File: config.mk
export PLATFORM = sky130hd
export DESIGN_NAME = vv_register_file
export DESIGN_NICKNAME = d
export VERILOG_FILES = /design/src/source/vv_data_pkg.sv /design/src/source/vv_register_file.sv
export SDC_FILE = /design/constraint.sdc
export NUM_CORES = 2
export LEC_CHECK = 0
export ABC_AREA = 1
export BUFFER_PORTS_ARGS = -buffer_cell sky130_fd_sc_hd__buf_2
export CORE_MARGIN = 5
export CORE_UTILIZATION = 35
export CTS_CLUSTER_SIZE = 24
export DETAILED_ROUTE_END_ITERATION = 16
export PLACE_DENSITY_LB_ADDON = 0.1
export SYNTH_ARGS = -nofsm -noshare
export SYNTH_HDL_FRONTEND = slang
export SYNTH_SLANG_ARGS = --single-unit
File: constraint.sdc
create_clock -name clk -period 7.4 [get_ports clk]
set_input_delay 1.11 -clock clk [delete_from_list [all_inputs] [get_ports clk]]
set_output_delay 1.11 -clock clk [all_outputs]
set_load 0.01 [all_outputs]
File: src/source/vv_data_pkg.sv
//------------------
// Vector data definitions
// Lane and vector sizes, the stream beat and the
// vector register file address type
//------------------

package vv_data_pkg;

  //------------------
  // Vector shape
  //------------------

  // Number of elements per vector
  localparam int lanes = 8;

  // Width of one element
  localparam int lane_width = 32;

  // Register file entries
  localparam int rf_depth = 8;

  // Chain tag width carried on each beat, sets the number of chains
  localparam int chain_bits = 2;

  typedef logic [$clog2(rf_depth)-1:0] rf_addr_t;

  typedef logic [lanes-1:0][lane_width-1:0] vector_t;

  //------------------
  // Stream beat
  //------------------

  // Bit 0 is the inner frame level, bit 1 the outer one
  typedef struct packed {
    logic [1:0] eof;
    logic [1:0] bof;
  } frame_flags_t;

  typedef struct packed {
    logic                  valid;
    logic [chain_bits-1:0] chain_id;
    frame_flags_t          flags;
    vector_t               data;
  } vv_beat_t;

endpackage

File: src/source/vv_register_file.sv
//------------------
// Vector register file
// One registered read port and one write port,
// all entries cleared on reset
//------------------

module vv_register_file (
  input  logic                  clk,
  input  logic                  reset,
  input  vv_data_pkg::rf_addr_t rd_addr,
  output vv_data_pkg::vector_t  rd_data,
  input  logic                  wr_en,
  input  vv_data_pkg::rf_addr_t wr_addr,
  input  vv_data_pkg::vector_t  wr_data
);

  vv_data_pkg::vector_t mem [vv_data_pkg::rf_depth];

  //------------------
  // Write port
  //------------------
  always_ff @(posedge clk) begin
    if (reset) begin
      for (int i = 0; i < vv_data_pkg::rf_depth; i++) begin
        mem[i] <= '0;
      end
    end else if (wr_en) begin
      mem[wr_addr] <= wr_data;
    end
  end

  //------------------
  // Read port
  //------------------
  // A read that collides with a write returns the old contents,
  // the datapath forwards around this
  always_ff @(posedge clk) begin
    rd_data <= mem[rd_addr];
  end

  // Write address must be known whenever a write is requested
  assert property (@(posedge clk) disable iff (reset)
    wr_en |-> !$isunknown(wr_addr));

endmodule

# Yosys cells after proc, flatten, opt, wreduce, memory -nomap -nowiden
# Memories as Yosys holds them, arrays and structs flattened. A register that Yosys moved wholly into a read port is not among the register bits.
# Index checks and enable logic that the tools add are counted.
# word_totals
ramBits	2048
in_bits	265
elab_cells	10
n_memories	1
out_inout_bits	256
register_bits	0
# op_classes
muxes	8
n_reduce_logical	1
# memory_table
name	words	width	rd	rd_clocked_by_memory_dff	wr	line_no	rtl
mem	8	256	1	1	8	vv_register_file.sv:17	vv_data_pkg::vector_t mem [vv_data_pkg::rf_depth];
# ops
cell	n
$mux W256	1
$reduce_or A256 Y1	1
$mux W1	6
$mux W3	1

# Logic depth before layout (Yosys ltp)
# depth
word_depth	5
depth_mapped	10
ltp_nobuf	6

# Worst setup path before layout
# Ideal clock, no wire load.
# synth_timing
kind	input to register
startpoint	input port reset
endpoint	memory mem[0][0] (netlist bit) (enable)
n_path_buf	2
arrival_time_ns	7.328
t_required_ns	6.770
path_stages	7
slack_ns	-0.558
setup_time_ns	0.630
path_cell_list	inv_2 -> nand2_1 -> nor2_4 -> nand2_2 -> buf_6 -> buf_6 -> nand2_1
# synth_lines
item	line_no	rtl
from (decl)	vv_register_file.sv:9	input logic reset,
to (decl)	vv_register_file.sv:17	

==> metrics.txt <==
status=finished, violations left; failing checks=slew limit; share of layout cells above drive strength 1=8.60%; Die W=558 um; Power, Total=31.4 mW; WS Path Type=input port to flip-flop; worst reg2reg path depth=6; CP required=7980 ps; CTS H-tree depth=5; RSZ-0062 raised after global routing=no; Buffers on Ports=520; DRC Markers=0; drt wl/cell=20.2 um; met3 WL=17100 um; clk buf depth=4; cell family with most CP delay=buffers and inverters; Mapped Avg Cell Area=9.01 um^2; Syn Nets=11.9k; #FFs+latches synth=2304; synth warn=0; commonest cells after routing, fill and taps aside=nand2_1 (3330), inv_1 (2308), nor2_1 (2051); Crit-path slowest cell=buf_4; total track usage=20.6%; CP cell instances=buf_2, inv_2, nand2_1, nor2_4, nand2_8, buf_12, buf_4, buf_4, nor2_1; antenna violations before repair=13; largest net degree at the start of global routing=210; PostCTS Resize Cnt=0; power density over the cells=264 nW/um^2; Distinct cells, synth=14; die extent in y=558 um; clk_skew=41.7 ps; worst-skew pair later-pin latency=900 ps; Logic pwr share=8.8%; WL met1=147000 um; Max FO, Critical Path=96; Top Layer Used=met5; crit path DAT=4560 ps; power share of the clock group=42.4%; cell with the most instances on the worst path=buf_4; CTS sink cnt=2304; multi-input logic area=25600 um^2; core area=299000 um^2; post-layout min period=3970 ps; cell row count=201; Critical Path Max Stage Delay=870 ps; part of the power in registers=48.8%; Max Cap Violations=0; slew at the pin closest to its max-slew limit=1590 ps; Psw=7.89 mW; vias in the first global route=74.3k; 1st-iter DRT viols=5647; final setup fails=0; cell total after placement=15.6k; commonest non-fill, non-tap cell in the layout=nand2_1; CTS buffer count=274; Initial Utilization=35.1%; register area=66600 um^2; CTS tree=yes; TritonRoute pass-1 iters=5; normalized max-slew margin=-5.89%; ANT nets after route=0; leakage=56.7 nW; Worst VDD drop=169 uV; worst path bufs/invs=5; Vias=74.6k; Pint=23.5 mW; max-slew violation count=102; Detailed Route WL=326000 um; Crit path depth=9; hold_buf cts=0; met2 WL=152000 um; detailed placement HPWL=170000 um; mapped cell area=105000 um^2; post-CTS setup buffer count=0; Worst Hold Class=flip-flop to flip-flop; Final GP Congestion=0.738; Final Util=39.6%; Switching Fraction=25.2%; FMAX=252 MHz; Worst R2R Setup Slack=6200 ps; first-pass GRT wire length=484000 um; Post-Syn Instances=11.7k; die area=311000 um^2; period utilization=53.7%; FILL cells=30.1k; total gr overflow=0; clock-pin slew on the worst setup and hold paths=60 ps; Area Overhead vs Synth=12.9%; Worst Hold Depth=6; Clock Tree Root=clkbuf_16; Ports=521; Final #Nets=12.2k; Fin Hold WS=601 ps; Critical Path Start Type=input port; register area share after synthesis=63.5%; crit end category=flip-flop; post-route insts no fill=16.1k; Via density=4.63; final hold viol count=0
[registers in the layout (all words and copies together) (netlist names)]
name and count:
rd_data 256, mem 2048
[power by group through the flow]
| stage | combinational, mW | clock [mW] | sequential [mW] |
|---|---|---|---|
| after floorplan | 1.59 | 0 | 15.7 |
| after global placement | 2.81 | 0 | 15.6 |
| after detailed placement | 2.81 | 0 | 15.6 |
| after CTS | 2.83 | 13.6 | 15.3 |
| after global routing | 3.11 | 14.2 | 15.4 |
| final | 2.76 | 13.3 | 15.3 |
[cells in the mapped netlist]
| library cell | instances | area [um^2] |
|---|---|---|
| buf_2 | 236 | 1180 |
| dfxtp_1 | 256 | 5120 |
| buf_6 | 213 | 2400 |
| nand3_1 | 1024 | 5120 |
| nand2_2 | 8 | 50.1 |
| edfxtp_1 | 2048 | 61500 |
| buf_1 | 16 | 60.1 |
| nor2_4 | 2 | 22.5 |
| nand2_1 | 3338 | 12500 |
| inv_2 | 3 | 11.3 |
| nor2_1 | 2051 | 7700 |
| inv_1 | 2309 | 8670 |
| clkbuf_1 | 143 | 537 |
| buf_4 | 13 | 97.6 |
[stage by stage]
stage / area (um^2) / setup TNS [ps] / setup WS [ps]
final: 119000 / 0 / 3430
after global routing: 119000 / 0 / 3250
after CTS: 119000 / 0 / 3390
after detailed placement: 110000 / 0 / 2410
after global placement: 110000 / 0 / 2350
after floorplan: 105000 / -1142400 / -558
[final timing paths]
check	start	to
setup reg to reg	mem[5][8]$_SDFFCE_PN0P_	rd_data[8]$_DFF_P_
hold reg to reg	mem[0][173]$_SDFFCE_PN0P_	rd_data[173]$_DFF_P_
hold / removal	mem[0][173]$_SDFFCE_PN0P_	rd_data[173]$_DFF_P_
setup / recovery	reset	mem[7][185]$_SDFFCE_PN0P_
[area by class of cell]
| cell class | instances | share of cell area (%) |
|---|---|---|
| repair buffers | 623 | 3.32 |
| clock buffers | 394 | 6.65 |
| clock inverters | 106 | 0.747 |
| multi-input cells | 6423 | 21.6 |
| flip-flops and latches | 2304 | 56.2 |
| well taps | 3958 | 4.18 |
| diodes | 4 | 0.00844 |
| inverters | 2312 | 7.34 |
[logic make-up (layout without fill, tap and decap cells)]
| group | count (synthesis) | in the layout | share of synthesized area, % |
|---|---|---|---|
| DFF | 2304 | 2304 | 63.5 |
| and+or+nand+nor | 6423 | 6423 | 24.2 |
| buffers and inverters | 2933 | 3435 | 12.3 |
| other | 0 | 4 | 0 |
[worst min-delay path, delay by kind of cell (launching register included)]
| family | cells | cell delay, ps |
|---|---|---|
| buffers and inverters | 1 | 30 |
| and+or+nand+nor | 5 | 260 |
| DFF | 1 | 310 |
[routing by layer]
metal,global-route usage (%),vias to the layer above
li1,-,36100
met1,28.2,36300
met2,34.2,1849
met3,2.73,430
met4,6.21,2
met5,0,-
Note: power is estimated with default switching activity, not from simulation.
