**src/source/vv_data_pkg.sv**
```systemverilog
//------------------
// Vector data definitions
// Lane and vector sizes, the stream beat and the
// vector register file address type
//------------------

package vv_data_pkg;

  //------------------
  // Vector shape
  //------------------

  // Number of elements per vector
  localparam int lanes = 8;

  // Width of one element
  localparam int lane_width = 32;

  // Register file entries
  localparam int rf_depth = 8;

  // Chain tag width carried on each beat, sets the number of chains
  localparam int chain_bits = 2;

  typedef logic [$clog2(rf_depth)-1:0] rf_addr_t;

  typedef logic [lanes-1:0][lane_width-1:0] vector_t;

  //------------------
  // Stream beat
  //------------------

  // Bit 0 is the inner frame level, bit 1 the outer one
  typedef struct packed {
    logic [1:0] eof;
    logic [1:0] bof;
  } frame_flags_t;

  typedef struct packed {
    logic                  valid;
    logic [chain_bits-1:0] chain_id;
    frame_flags_t          flags;
    vector_t               data;
  } vv_beat_t;

endpackage

```
**src/source/vv_firmware_pkg.sv**
```systemverilog
//------------------
// ALU firmware definitions
// Opcodes, frame conditions, the per-chain firmware
// entry and the configuration bus constants
//------------------

package vv_firmware_pkg;

  localparam int max_chains = 1 << vv_data_pkg::chain_bits;

  typedef logic [vv_data_pkg::chain_bits-1:0] chain_id_t;

  // Fields per chain: op, addr_rd, cond, cache, cache_addr
  localparam int config_fields = 5;
  localparam int config_bytes = config_fields * max_chains;

  // Codes above op_max also select max
  typedef enum logic [7:0] {
    op_pass = 8'd0,
    op_add  = 8'd1,
    op_mul  = 8'd2,
    op_sub  = 8'd3,
    op_max  = 8'd4
  } vv_op_e;

  // Codes above cond_outer_not_first never hold
  typedef enum logic [7:0] {
    cond_none            = 8'd0,
    cond_last            = 8'd1,
    cond_not_last        = 8'd2,
    cond_first           = 8'd3,
    cond_not_first       = 8'd4,
    cond_outer_last      = 8'd5,
    cond_outer_not_last  = 8'd6,
    cond_outer_first     = 8'd7,
    cond_outer_not_first = 8'd8
  } vv_cond_e;

  typedef struct packed {
    vv_op_e                op;
    vv_data_pkg::rf_addr_t addr_rd;
    vv_cond_e              cond;
    logic                  cache;
    vv_data_pkg::rf_addr_t cache_addr;
  } firmware_entry_t;

endpackage

```
**src/source/vv_firmware_store.sv**
```systemverilog
//------------------
// Firmware store
// Per-chain firmware table loaded byte by byte from the
// configuration bus, with a zero-cycle lookup by chain
//------------------

module vv_firmware_store #(
  parameter logic [7:0] config_unit_id = 8'd0
) (
  input  logic                            clk,
  input  logic                            reset,
  input  logic                            tracing,
  input  logic [7:0]                      config_id,
  input  logic [7:0]                      config_data,
  input  vv_firmware_pkg::chain_id_t      chain_id,
  output vv_firmware_pkg::firmware_entry_t entry
);

  vv_firmware_pkg::firmware_entry_t fw_table [vv_firmware_pkg::max_chains];

  // Counts up to config_bytes and then sticks there
  logic [$clog2(vv_firmware_pkg::config_bytes + 1)-1:0] byte_count;

  logic                       id_match;
  logic                       load_byte;
  logic [2:0]                 field_sel;
  vv_firmware_pkg::chain_id_t chain_sel;

  assign id_match  = !tracing && (config_id == config_unit_id);
  assign load_byte = id_match && (byte_count < vv_firmware_pkg::config_bytes);

  // Byte k lands in field k / max_chains of chain k % max_chains
  assign field_sel = 3'(byte_count / vv_firmware_pkg::max_chains);
  assign chain_sel = vv_firmware_pkg::chain_id_t'(byte_count % vv_firmware_pkg::max_chains);

  //------------------
  // Byte counter
  //------------------
  always_ff @(posedge clk) begin
    if (reset) begin
      byte_count <= '0;
    end else if (!tracing) begin
      if (!id_match) begin
        byte_count <= '0;
      end else if (load_byte) begin
        byte_count <= byte_count + 1'b1;
      end
    end
  end

  //------------------
  // Table write
  //------------------
  always_ff @(posedge clk) begin
    if (reset) begin
      for (int i = 0; i < vv_firmware_pkg::max_chains; i++) begin
        fw_table[i] <= '{op: vv_firmware_pkg::op_pass, addr_rd: '0,
                         cond: vv_firmware_pkg::cond_none, cache: 1'b0, cache_addr: '0};
      end
    end else if (load_byte) begin
      case (field_sel)
        3'd0: fw_table[chain_sel].op <= vv_firmware_pkg::vv_op_e'(config_data);
        3'd1: fw_table[chain_sel].addr_rd <= vv_data_pkg::rf_addr_t'(config_data);
        3'd2: fw_table[chain_sel].cond <= vv_firmware_pkg::vv_cond_e'(config_data);
        3'd3: fw_table[chain_sel].cache <= config_data[0];
        default: fw_table[chain_sel].cache_addr <= vv_data_pkg::rf_addr_t'(config_data);
      endcase
    end
  end

  // Lookup for the incoming beat
  assign entry = fw_table[chain_id];

  // A load never runs past the end of the table
  assert property (@(posedge clk) disable iff (reset)
    byte_count <= vv_firmware_pkg::config_bytes);

endmodule

```
**config.mk**
```make
export PLATFORM = sky130hd
export DESIGN_NAME = vv_firmware_store
export DESIGN_NICKNAME = d
export VERILOG_FILES = /design/src/source/vv_data_pkg.sv /design/src/source/vv_firmware_pkg.sv /design/src/source/vv_firmware_store.sv
export SDC_FILE = /design/constraint.sdc
export NUM_CORES = 1
export LEC_CHECK = 0
export BUFFER_PORTS_ARGS = -buffer_cell sky130_fd_sc_hd__buf_2
export CAP_MARGIN = 20
export CORE_MARGIN = 1
export CORE_UTILIZATION = 58
export CTS_CLUSTER_SIZE = 8
export DETAILED_ROUTE_END_ITERATION = 16
export PLACE_DENSITY = 0.79
export SYNTH_ARGS = -nofsm -noshare
export SYNTH_HDL_FRONTEND = slang
export SYNTH_SLANG_ARGS = --single-unit
```
**constraint.sdc**
```tcl
create_clock -name clk -period 3.52 [get_ports clk]
set_input_delay 0.352 -clock clk [delete_from_list [all_inputs] [get_ports clk]]
set_output_delay 0.352 -clock clk [all_outputs]
set_load 0.005 [all_outputs]
```
Word-level counts from Yosys, hierarchy flattened

Memories as Yosys holds them, arrays and structs flattened.
Cells that the tools add are included.

Register bits after elaboration: 5
Bits in writable memories: 92
Input bits: 21
Output and inout port bits: 23
Word-level logic and storage cells: 44
Memories: 1

$add $sub $neg: 1
$lt $le $gt $ge: 1
Equality and inequality tests: 4
Mux-type cells: 27
Bitwise gates (word level): 1
Reduce and logical (&&, ||, !) cells: 8

Memories:

| memory   | depth | bits a word | rd ports | clocked after Yosys merged registers in | write ports | line                    | RTL |
|---|---|---|---|---|---|---|---|
| fw_table | 4     | 23          | 1        | 0                                       | 4           | vv_firmware_store.sv:19 | `vv_firmware_pkg::firmware_entry_t fw_table [vv_firmware_pkg::max_chains];` |

Operators with widths:

| kind                                                                     | number |
|---|---|
| 23-bit 2-to-1 mux                                                        | 1 |
| 23-bit OR reduction                                                      | 1 |
| 1-bit 2-to-1 mux                                                         | 22 |
| 5-bit 2-to-1 mux                                                         | 3 |
| 8-bit zero test                                                          | 1 |
| 3-bit by 2-bit equality test with 1-bit output (second input constant)   | 2 |
| 5-bit by 1-bit adder with 5-bit output (second input constant)           | 1 |
| 5-bit < comparator (second input constant)                               | 1 |
| 4-bit OR reduction                                                       | 1 |
| 3-bit by 1-bit equality test with 1-bit output (second input constant)   | 1 |
| 3-bit zero test                                                          | 1 |
| 1-bit logical AND                                                        | 2 |
| 2-bit 2-to-1 mux                                                         | 1 |
| 2-bit by 1-bit inequality test with 1-bit output (second input constant) | 1 |
| 2-bit AND reduction                                                      | 1 |
| 1-bit zero test                                                          | 1 |
| 1-bit NOT                                                                | 1 |

Longest topological paths before layout

Gate-level depths: netlist of run 1.

Word-level depth: 8
Mapped depth: 5
Gate-level depth less buffers: 4

Least setup slack after synthesis of run 1

OpenSTA, ideal clock, no wires.

Kind: input port to flip-flop
From: in config_id[4]
To: mem fw_table[3][15] in the netlist's numbering (enable)
Setup time: 0.398 ns
Arrival time: 2.360 ns
Required time: 3.122 ns
Slack: 0.762 ns
Stages on the path: 4
Buffers on the path: 0
Path through: or4_4 -> nor3_2 -> nand3_1 -> o41ai_1

RTL lines:

| item        | line                    | RTL |
|---|---|---|
| from (decl) | vv_firmware_store.sv:13 | `input logic [7:0] config_id,` |
| to (decl)   | vv_firmware_store.sv:19 |  |

==> results of run 1 <==
## layer usage
metal  up-vias  GRT usage, %  routed length, um
met2       156         37.97               4412
li1       1235             -                  -
met5         -             0                  0
met4         0         9.824                124
met3        12         6.343                773
met1      1345         37.20               3845
## cell type report
type | instances | area, um^2 | area share [%]
clock buffer | 9 | 123.9 | 2.560
clock inverter | 7 | 68.82 | 1.422
inverter | 2 | 7.507 | 0.1552
multi-input combinational | 187 | 1414 | 29.22
sequential | 97 | 2863 | 59.17
tap | 99 | 123.9 | 2.560
timing repair buffer | 46 | 237.7 | 4.913
## cells in the final DEF (no fill, tap or decap), types with 2 or more instances in the layout
master and instances:
nor2b_1 2, o21ai_0 11, or3_1 3, a211oi_1 2, and3_1 16, mux4_2 23, a31oi_1 3, buf_2 43
buf_4 3, clkinv_1 2, nand2b_1 3, or2_2 2, clkinvlp_4 3, nand3_1 10, nand2_1 21, dfxtp_1 5
clkbuf_8 9, inv_1 2, a21oi_1 2, and2_1 23, nor3_1 2, or4_4 2, edfxtp_1 92, nor2_1 44
## power groups by stage
stage | clock network [mW] | registers (mW) | logic (mW)
after floorplan | 0 | 1.33 | 0.0822
after global placement | 0 | 1.33 | 0.138
after detailed placement | 0 | 1.34 | 0.140
after CTS | 0.711 | 1.31 | 0.140
after global routing | 0.751 | 1.31 | 0.153
final | 0.711 | 1.31 | 0.139
## state kept, by name, indices dropped and copies added, names as in the netlist
register    cells
byte_count      5
fw_table       92
## per-stage QoR
| step | total power, mW | hold WS (ns) | std cells | area, um^2 |
|---|---|---|---|---|
| finish | 2.160 | 0.3098 | 447 | 4838 |
| global placement | 1.472 | 0.6164 | 431 | 4646 |
| CTS | 2.163 | 0.3003 | 447 | 4838 |
| detailed placement | 1.477 | 0.6328 | 431 | 4646 |
| floorplan | 1.412 | 0.5109 | 305 | 4357 |
| global route | 2.218 | 0.3246 | 447 | 4838 |
## worst register-to-register path, delay by kind of cell, from the launching register on
kind	cells	cell delay (ns)
flops	1	0.61
simple gates	4	1.86
## how the worst min path moves through the flow
stage / endpoint / cells after the start
2_1_floorplan: byte_count[1]$_SDFFE_PP0P_ / 2
4_1_cts: byte_count[3]$_SDFFE_PP0P_ / 2
3_5_place_dp: byte_count[1]$_SDFFE_PP0P_ / 2
5_1_grt: byte_count[2]$_SDFFE_PP0P_ / 2
6_report: byte_count[3]$_SDFFE_PP0P_ / 2
3_3_place_gp: byte_count[1]$_SDFFE_PP0P_ / 2
## logic make-up after synthesis
group                    count (synthesis)
AND/OR/NAND/NOR                        138
flip-flops                              97
multiplexers                            23
adder cells (fa/ha/maj)                  1
buffers and inverters                   21
AO/OA/AOI/OAI                           25
==> run summary, run 1 <==
Fin Clk Skew: 0.008996 ns
WS Path Type: flop to flop
Seq pwr share: 60.7%
H-tree levels: 3
Chip width: 88.67 um
Clock power frac: 32.9%
Logic gate share of total power: 6.4%
Fillers: 532
IO Count: 44
Max Clk Rate: 0.3855 GHz
Number of synthesized flops with an enable pin: 92
Largest net degree at the start of global routing: 24
Wire length of the first global-routing pass: 13960 um
Power per cell area: 446.5 mW/mm^2
Seq/Total Area, Yosys: 65.71%
Slew Limit Fails: 0
First-pass DRT Iterations: 5
Max Cap Viol: 0
Total gr overflow: 0
Synth top area share: 63.41%
Area growth, synth to finish: 11.06%
Clock Latency Late Sink: 0.36 ns
Reg2Reg Depth: 4
Status: finished clean
Required @ worst endpoint: 3.75 ns
Maximum clock path buffer count: 2
Initial antenna violation count: 0
Post-Synth Simple-Gate Area: 16.48%
Hold path start: reset
Post-CTS Resized: 0
DRC viols: 0
Most common library cells after synthesis: edfxtp_1 (92), nor2_1 (44), and2_1 (23), mux4_2 (23), nand2_1 (21)
RR Startpoint: byte_count[3]$_SDFFE_PP0P_
CP Launch Point: byte_count[3]$_SDFFE_PP0P_
Slowest cell on the critical path: or4_1
Syn Inst Count: 305
Crit path capture: fw_table[2][9]$_SDFFCE_PN0P_
LEAKAGE: 1.735 nW
Final net count: 365
Fin crit share: 73.70%
Std cell rows: 31
WP depth: 4
Vias in the first global route: 2537
Crit. End Element: flop
Post-CTS setup buffers: 0
Dominant cell type by area after synthesis: edfxtp_1
Critical Path AT: 2.83 ns
Final-report setup violation count: 0
Worst slew pin tran: 0.8192 ns
Minimum clock period: 2.594 ns
Peak VDD IR: 0.0002617 V
CP cell instances: or4b_2, or4_1, nor2_1, and2_1
Synth cell types: 41
Cell internal pwr: 1.689 mW
Flops & latches, synth: 97
Sw Ratio: 21.82%
Reg2Reg Setup Slack: 0.93 ns
Unrepaired setup endpoints after global routing: no
CTS tree: done
Synth Area in XOR/XNOR: 0%
Top_reg_cell synth: edfxtp_1
Num CTS Buffers: 9
Ant. Diodes: 0
Endpoints failing hold: 0
Netlist Area Pre-Place: 0.004357 mm^2
Most common cell in the netlist: edfxtp_1
DR WL/cell: 20.48 um
PortBufs: 43
DP Wirelength: 6127 um
Crit path buf inv count: 0
Async set-or-reset flop fraction in the synthesized netlist: 0%
CP peak stage delay: 0.67 ns
Net Sw Power: 0.4713 mW
Top area cells in the synthesized netlist: edfxtp_1 (63%), mux4_2 (12%), nor2_1 (3.8%)
Final TNS setup: 0 ns
Hold WC Path Type: primary input to flop
CP Max Fanout: 15
Clock root cell: clkbuf_8
GPL Wtd Cong: 0.8787
Layout cells sized above 1: 26.44%
DIE AREA: 0.007862 mm^2
Syn_nets: 327
Clock transition at path regs: 0.10 ns
Synth Warn #: 0
DRT iter0 DRCs: 313
Initial core utilization: 60.07%
Final worst setup slack: 0.9257 ns
CTS sink cnt: 97
Via Count: 2748
CP delay by family, top: simple AND/OR/NAND/NOR gates
Post-Route Utilization: 66.71%
Largest family of logic cells by synthesized area: simple AND/OR/NAND/NOR gates
Worst setup SP type: flop
Chip Height: 88.67 um
Via density: 6.148
GRT Util Overall: 25.67%
Avg Inst Size Synth: 14.28 um^2
Hold-fix buffers at CTS: 0
Core ar.: 0.007253 mm^2
Post-synthesis adder-cell area fraction: 0.2872%
R2r endpoint: fw_table[2][9]$_SDFFCE_PN0P_
Routed WL: 9156 um
Post-route ant nets: 0
Mux contribution to synthesized area: 11.89%
Slew headroom: 45.38%
Compound-gate portion of the synthesized area: 3.619%
Setup WS pre-CTS: 0.7380 ns
No activity file was read; power rests on OpenSTA's default activity.
==> inputs of run 2 (changes only) <==
- clock period: 3.52 -> 2.6 ns (I/O delays scaled with it)
==> run 2 against run 1 <==
Die area did not move. Final cell count up 3.4%. Routed wire length rose by 2.3%. First-iteration DRC count up 15%. Non-clock buffer count grew 15. Final area is 2.4% higher. Sequential power is 36% higher. Total power rose by 35%. Sequential share of layout area down 1.4 points. Fmax grew 18%. Sequential cell count is the same. Global-route usage increased by 0.82 points. Largest cell class unchanged.
==> run summary, run 2 (same netlist as run 1, synthesis figures left out) <==
Status: finished clean
Unrepaired setup endpoints after global routing: no
CTS tree: done
Chip width: 88.67 um (unchanged)
Minimum clock period: 2.208 ns (-0.3865 ns)
DR WL/cell: 20.28 um (-0.97%)
Required @ worst endpoint: 2.84 ns (-0.91 ns)
Ant. Diodes: 0 (unchanged)
Top Registers: fw_table x92, byte_count x5
Hold endpoint: byte_count[3]$_SDFFE_PP0P_
Final net count: 380 (+4.1%)
Met1 Usage GRT: 37.56% (+0.35 points)
Busiest grt layer: met2
DRC viols: 0 (unchanged)
Slew Limit Fails: 0 (unchanged)
Most common cell after layout, fill and taps aside: edfxtp_1
GPL Wtd Cong: 0.8525 (-3.0%)
DP Wirelength: 6437 um (+5.1%)
Vias in the first global route: 2646 (+4.3%)
Sw Ratio: 23.98% (+2.2 points)
PortBufs: 43 (unchanged)
Sequential cell area: 0.002863 mm^2 (unchanged)
Via density: 6.108 (-0.64%)
Post-route ant nets: 0 (unchanged)
Final-report setup violation count: 0 (unchanged)
Slowest cell on the critical path: or4b_2
Hold depth: 3 (+1)
Hold WC Path Type: primary input to flop
Logic gate share of total power: 6.8% (+0.4 points)
H-tree levels: 3 (unchanged)
Max Clk Rate: 0.4529 GHz (+18%)
IO Count: 44 (unchanged)
Slew headroom: 60.38% (+15 points)
Largest reg by FF count: fw_table
CP peak stage delay: 0.70 ns (+0.03 ns)
Critical Path AT: 2.45 ns (-0.38 ns)
Setup WS pre-CTS: 0.02557 ns (-0.7124 ns)
Initial antenna violation count: 0 (unchanged)
Power per cell area: 589.5 mW/mm^2 (+32%)
Hold-fix buffers at CTS: 0 (unchanged)
WS Path Type: flop to flop
Fin crit share: 84.92% (+11 points)
Area growth, synth to finish: 13.76%
CP cell instances: or4b_2, or4_1, nor2_1, and2_1
Clock transition at path regs: 0.10 ns (about the same)
Max FFs per register: 92 (unchanged)
RR Startpoint: byte_count[4]$_SDFFE_PP0P_
Hold path start: tracing
Net Sw Power: 0.7006 mW (+49%)
Crit. End Element: flop
Reg2Reg Setup Slack: 0.39 ns (-0.53 ns)
Final worst setup slack: 0.3922 ns (-0.5335 ns)
Cell internal pwr: 2.221 mW (+32%)
GRT Util Overall: 26.49% (+0.82 points)
Clock root cell: clkbuf_8
Max Cap Viol: 0 (unchanged)
Met3 Use GR: 5.131% (-1.2 points)
Endpoints failing hold: 0 (unchanged)
Layout cells sized above 1: 30.03% (+3.6 points)
Post-CTS Resized: 0 (unchanged)
Reg2Reg Depth: 4 (unchanged)
Crit path buf inv count: 0 (unchanged)
Post-CTS setup buffers: 0 (unchanged)
Std cell rows: 31 (unchanged)
Final TNS setup: 0 ns (unchanged)
LEAKAGE: 1.820 nW (+4.9%)
GRT met2 Usage: 39.86% (+1.9 points)
CTS sink cnt: 97 (unchanged)
Clock Latency Late Sink: 0.38 ns (+0.02 ns)
Most frequent cells in the layout: edfxtp_1 (92), nor2_1 (44), buf_2 (43)
Initial core utilization: 60.07% (unchanged)
Wire length of the first global-routing pass: 14300 um (+2.4%)
Total gr overflow: 0 (unchanged)
Core ar.: 0.007253 mm^2 (unchanged)
CP Max Fanout: 11 (-4)
Maximum clock path buffer count: 2 (unchanged)
DIE AREA: 0.007862 mm^2 (unchanged)
Seq pwr share: 60.8% (about the same)
Via Count: 2822 (+2.7%)
Chip Height: 88.67 um (unchanged)
WHS: 0.2001 ns (-0.1097 ns)
CP delay by family, top: simple AND/OR/NAND/NOR gates
First-pass DRT Iterations: 6 (+1)
Worst setup SP type: flop
Clock power frac: 32.4% (-0.5 points)
Multi-input logic area: 0.001414 mm^2 (unchanged)
R2r endpoint: fw_table[0][8]$_SDFFCE_PN0P_
Peak VDD IR: 0.0003253 V (+24%)
Routed WL: 9371 um (+2.3%)
Num CTS Buffers: 9 (unchanged)
Largest net degree at the start of global routing: 24 (unchanged)
DRT iter0 DRCs: 359 (+15%)
Worst slew pin tran: 0.5943 ns (-0.2249 ns)
Fin Clk Skew: 0.009750 ns (+0.0007540 ns)
Tot Pwr: 2.921 mW (+35%)
Fillers: 507 (-4.7%)
==> run 2: worst min-delay path, delay by kind of cell <==
family,cells,cell delay [ns]
AOI/OAI and AO/OA,1,0.06
buffers and inverters,1,0.14
and+or+nand+nor,1,0.07
==> run 2: layout make-up <==
class	instances	area share, %
Clock buffer	9	2.499
Clock inverter	7	1.237
Inverter	2	0.1515
Multi-Input combinational cell	187	28.53
Sequential cell	97	57.76
Tap cell	99	2.499
Timing Repair Buffer	61	7.321
==> run 2: power by group through the flow <==
| stage | logic [mW] | registers, mW | clock network (mW) |
|---|---|---|---|
| after global placement | 0.195 | 1.81 | 0 |
| after global routing | 0.217 | 1.78 | 0.993 |
| after floorplan | 0.112 | 1.80 | 0 |
| after CTS | 0.201 | 1.78 | 0.949 |
| final | 0.200 | 1.78 | 0.947 |
| after detailed placement | 0.200 | 1.81 | 0 |
==> run 2: routing by layer <==
layer | routed length [um] | part of all wire, % | up-vias
met3 | 954 | 10 | 26
met5 | 0 | 0 | -
li1 | - | - | 1267
met4 | 255 | 2.7 | 0
met2 | 4351 | 46 | 182
met1 | 3809 | 41 | 1347
==> run 2: stage by stage <==
step	cells	util (%)	cell area [um^2]
after detailed placement	446	65.78	4771
after floorplan	305	-	4364
after CTS	462	68.33	4956
final	462	68.33	4956
after global routing	462	68.33	4956
after global placement	446	65.78	4771
==> run 2: worst max-delay path by stage <==
stage,depth (start not counted),end,startpoint,slack [ns]
final,4,fw_table[0][8]$_SDFFCE_PN0P_,byte_count[4]$_SDFFE_PP0P_,0.39
after global routing,5,fw_table[2][0]$_SDFFCE_PN0P_,config_id[4],0.28
after CTS,4,fw_table[0][8]$_SDFFCE_PN0P_,byte_count[4]$_SDFFE_PP0P_,0.39
after detailed placement,5,fw_table[2][1]$_SDFFCE_PN0P_,config_id[4],0.03
after global placement,5,fw_table[2][1]$_SDFFCE_PN0P_,config_id[4],0.1
after floorplan,4,fw_table[1][0]$_SDFFCE_PN0P_,config_id[4],0.24
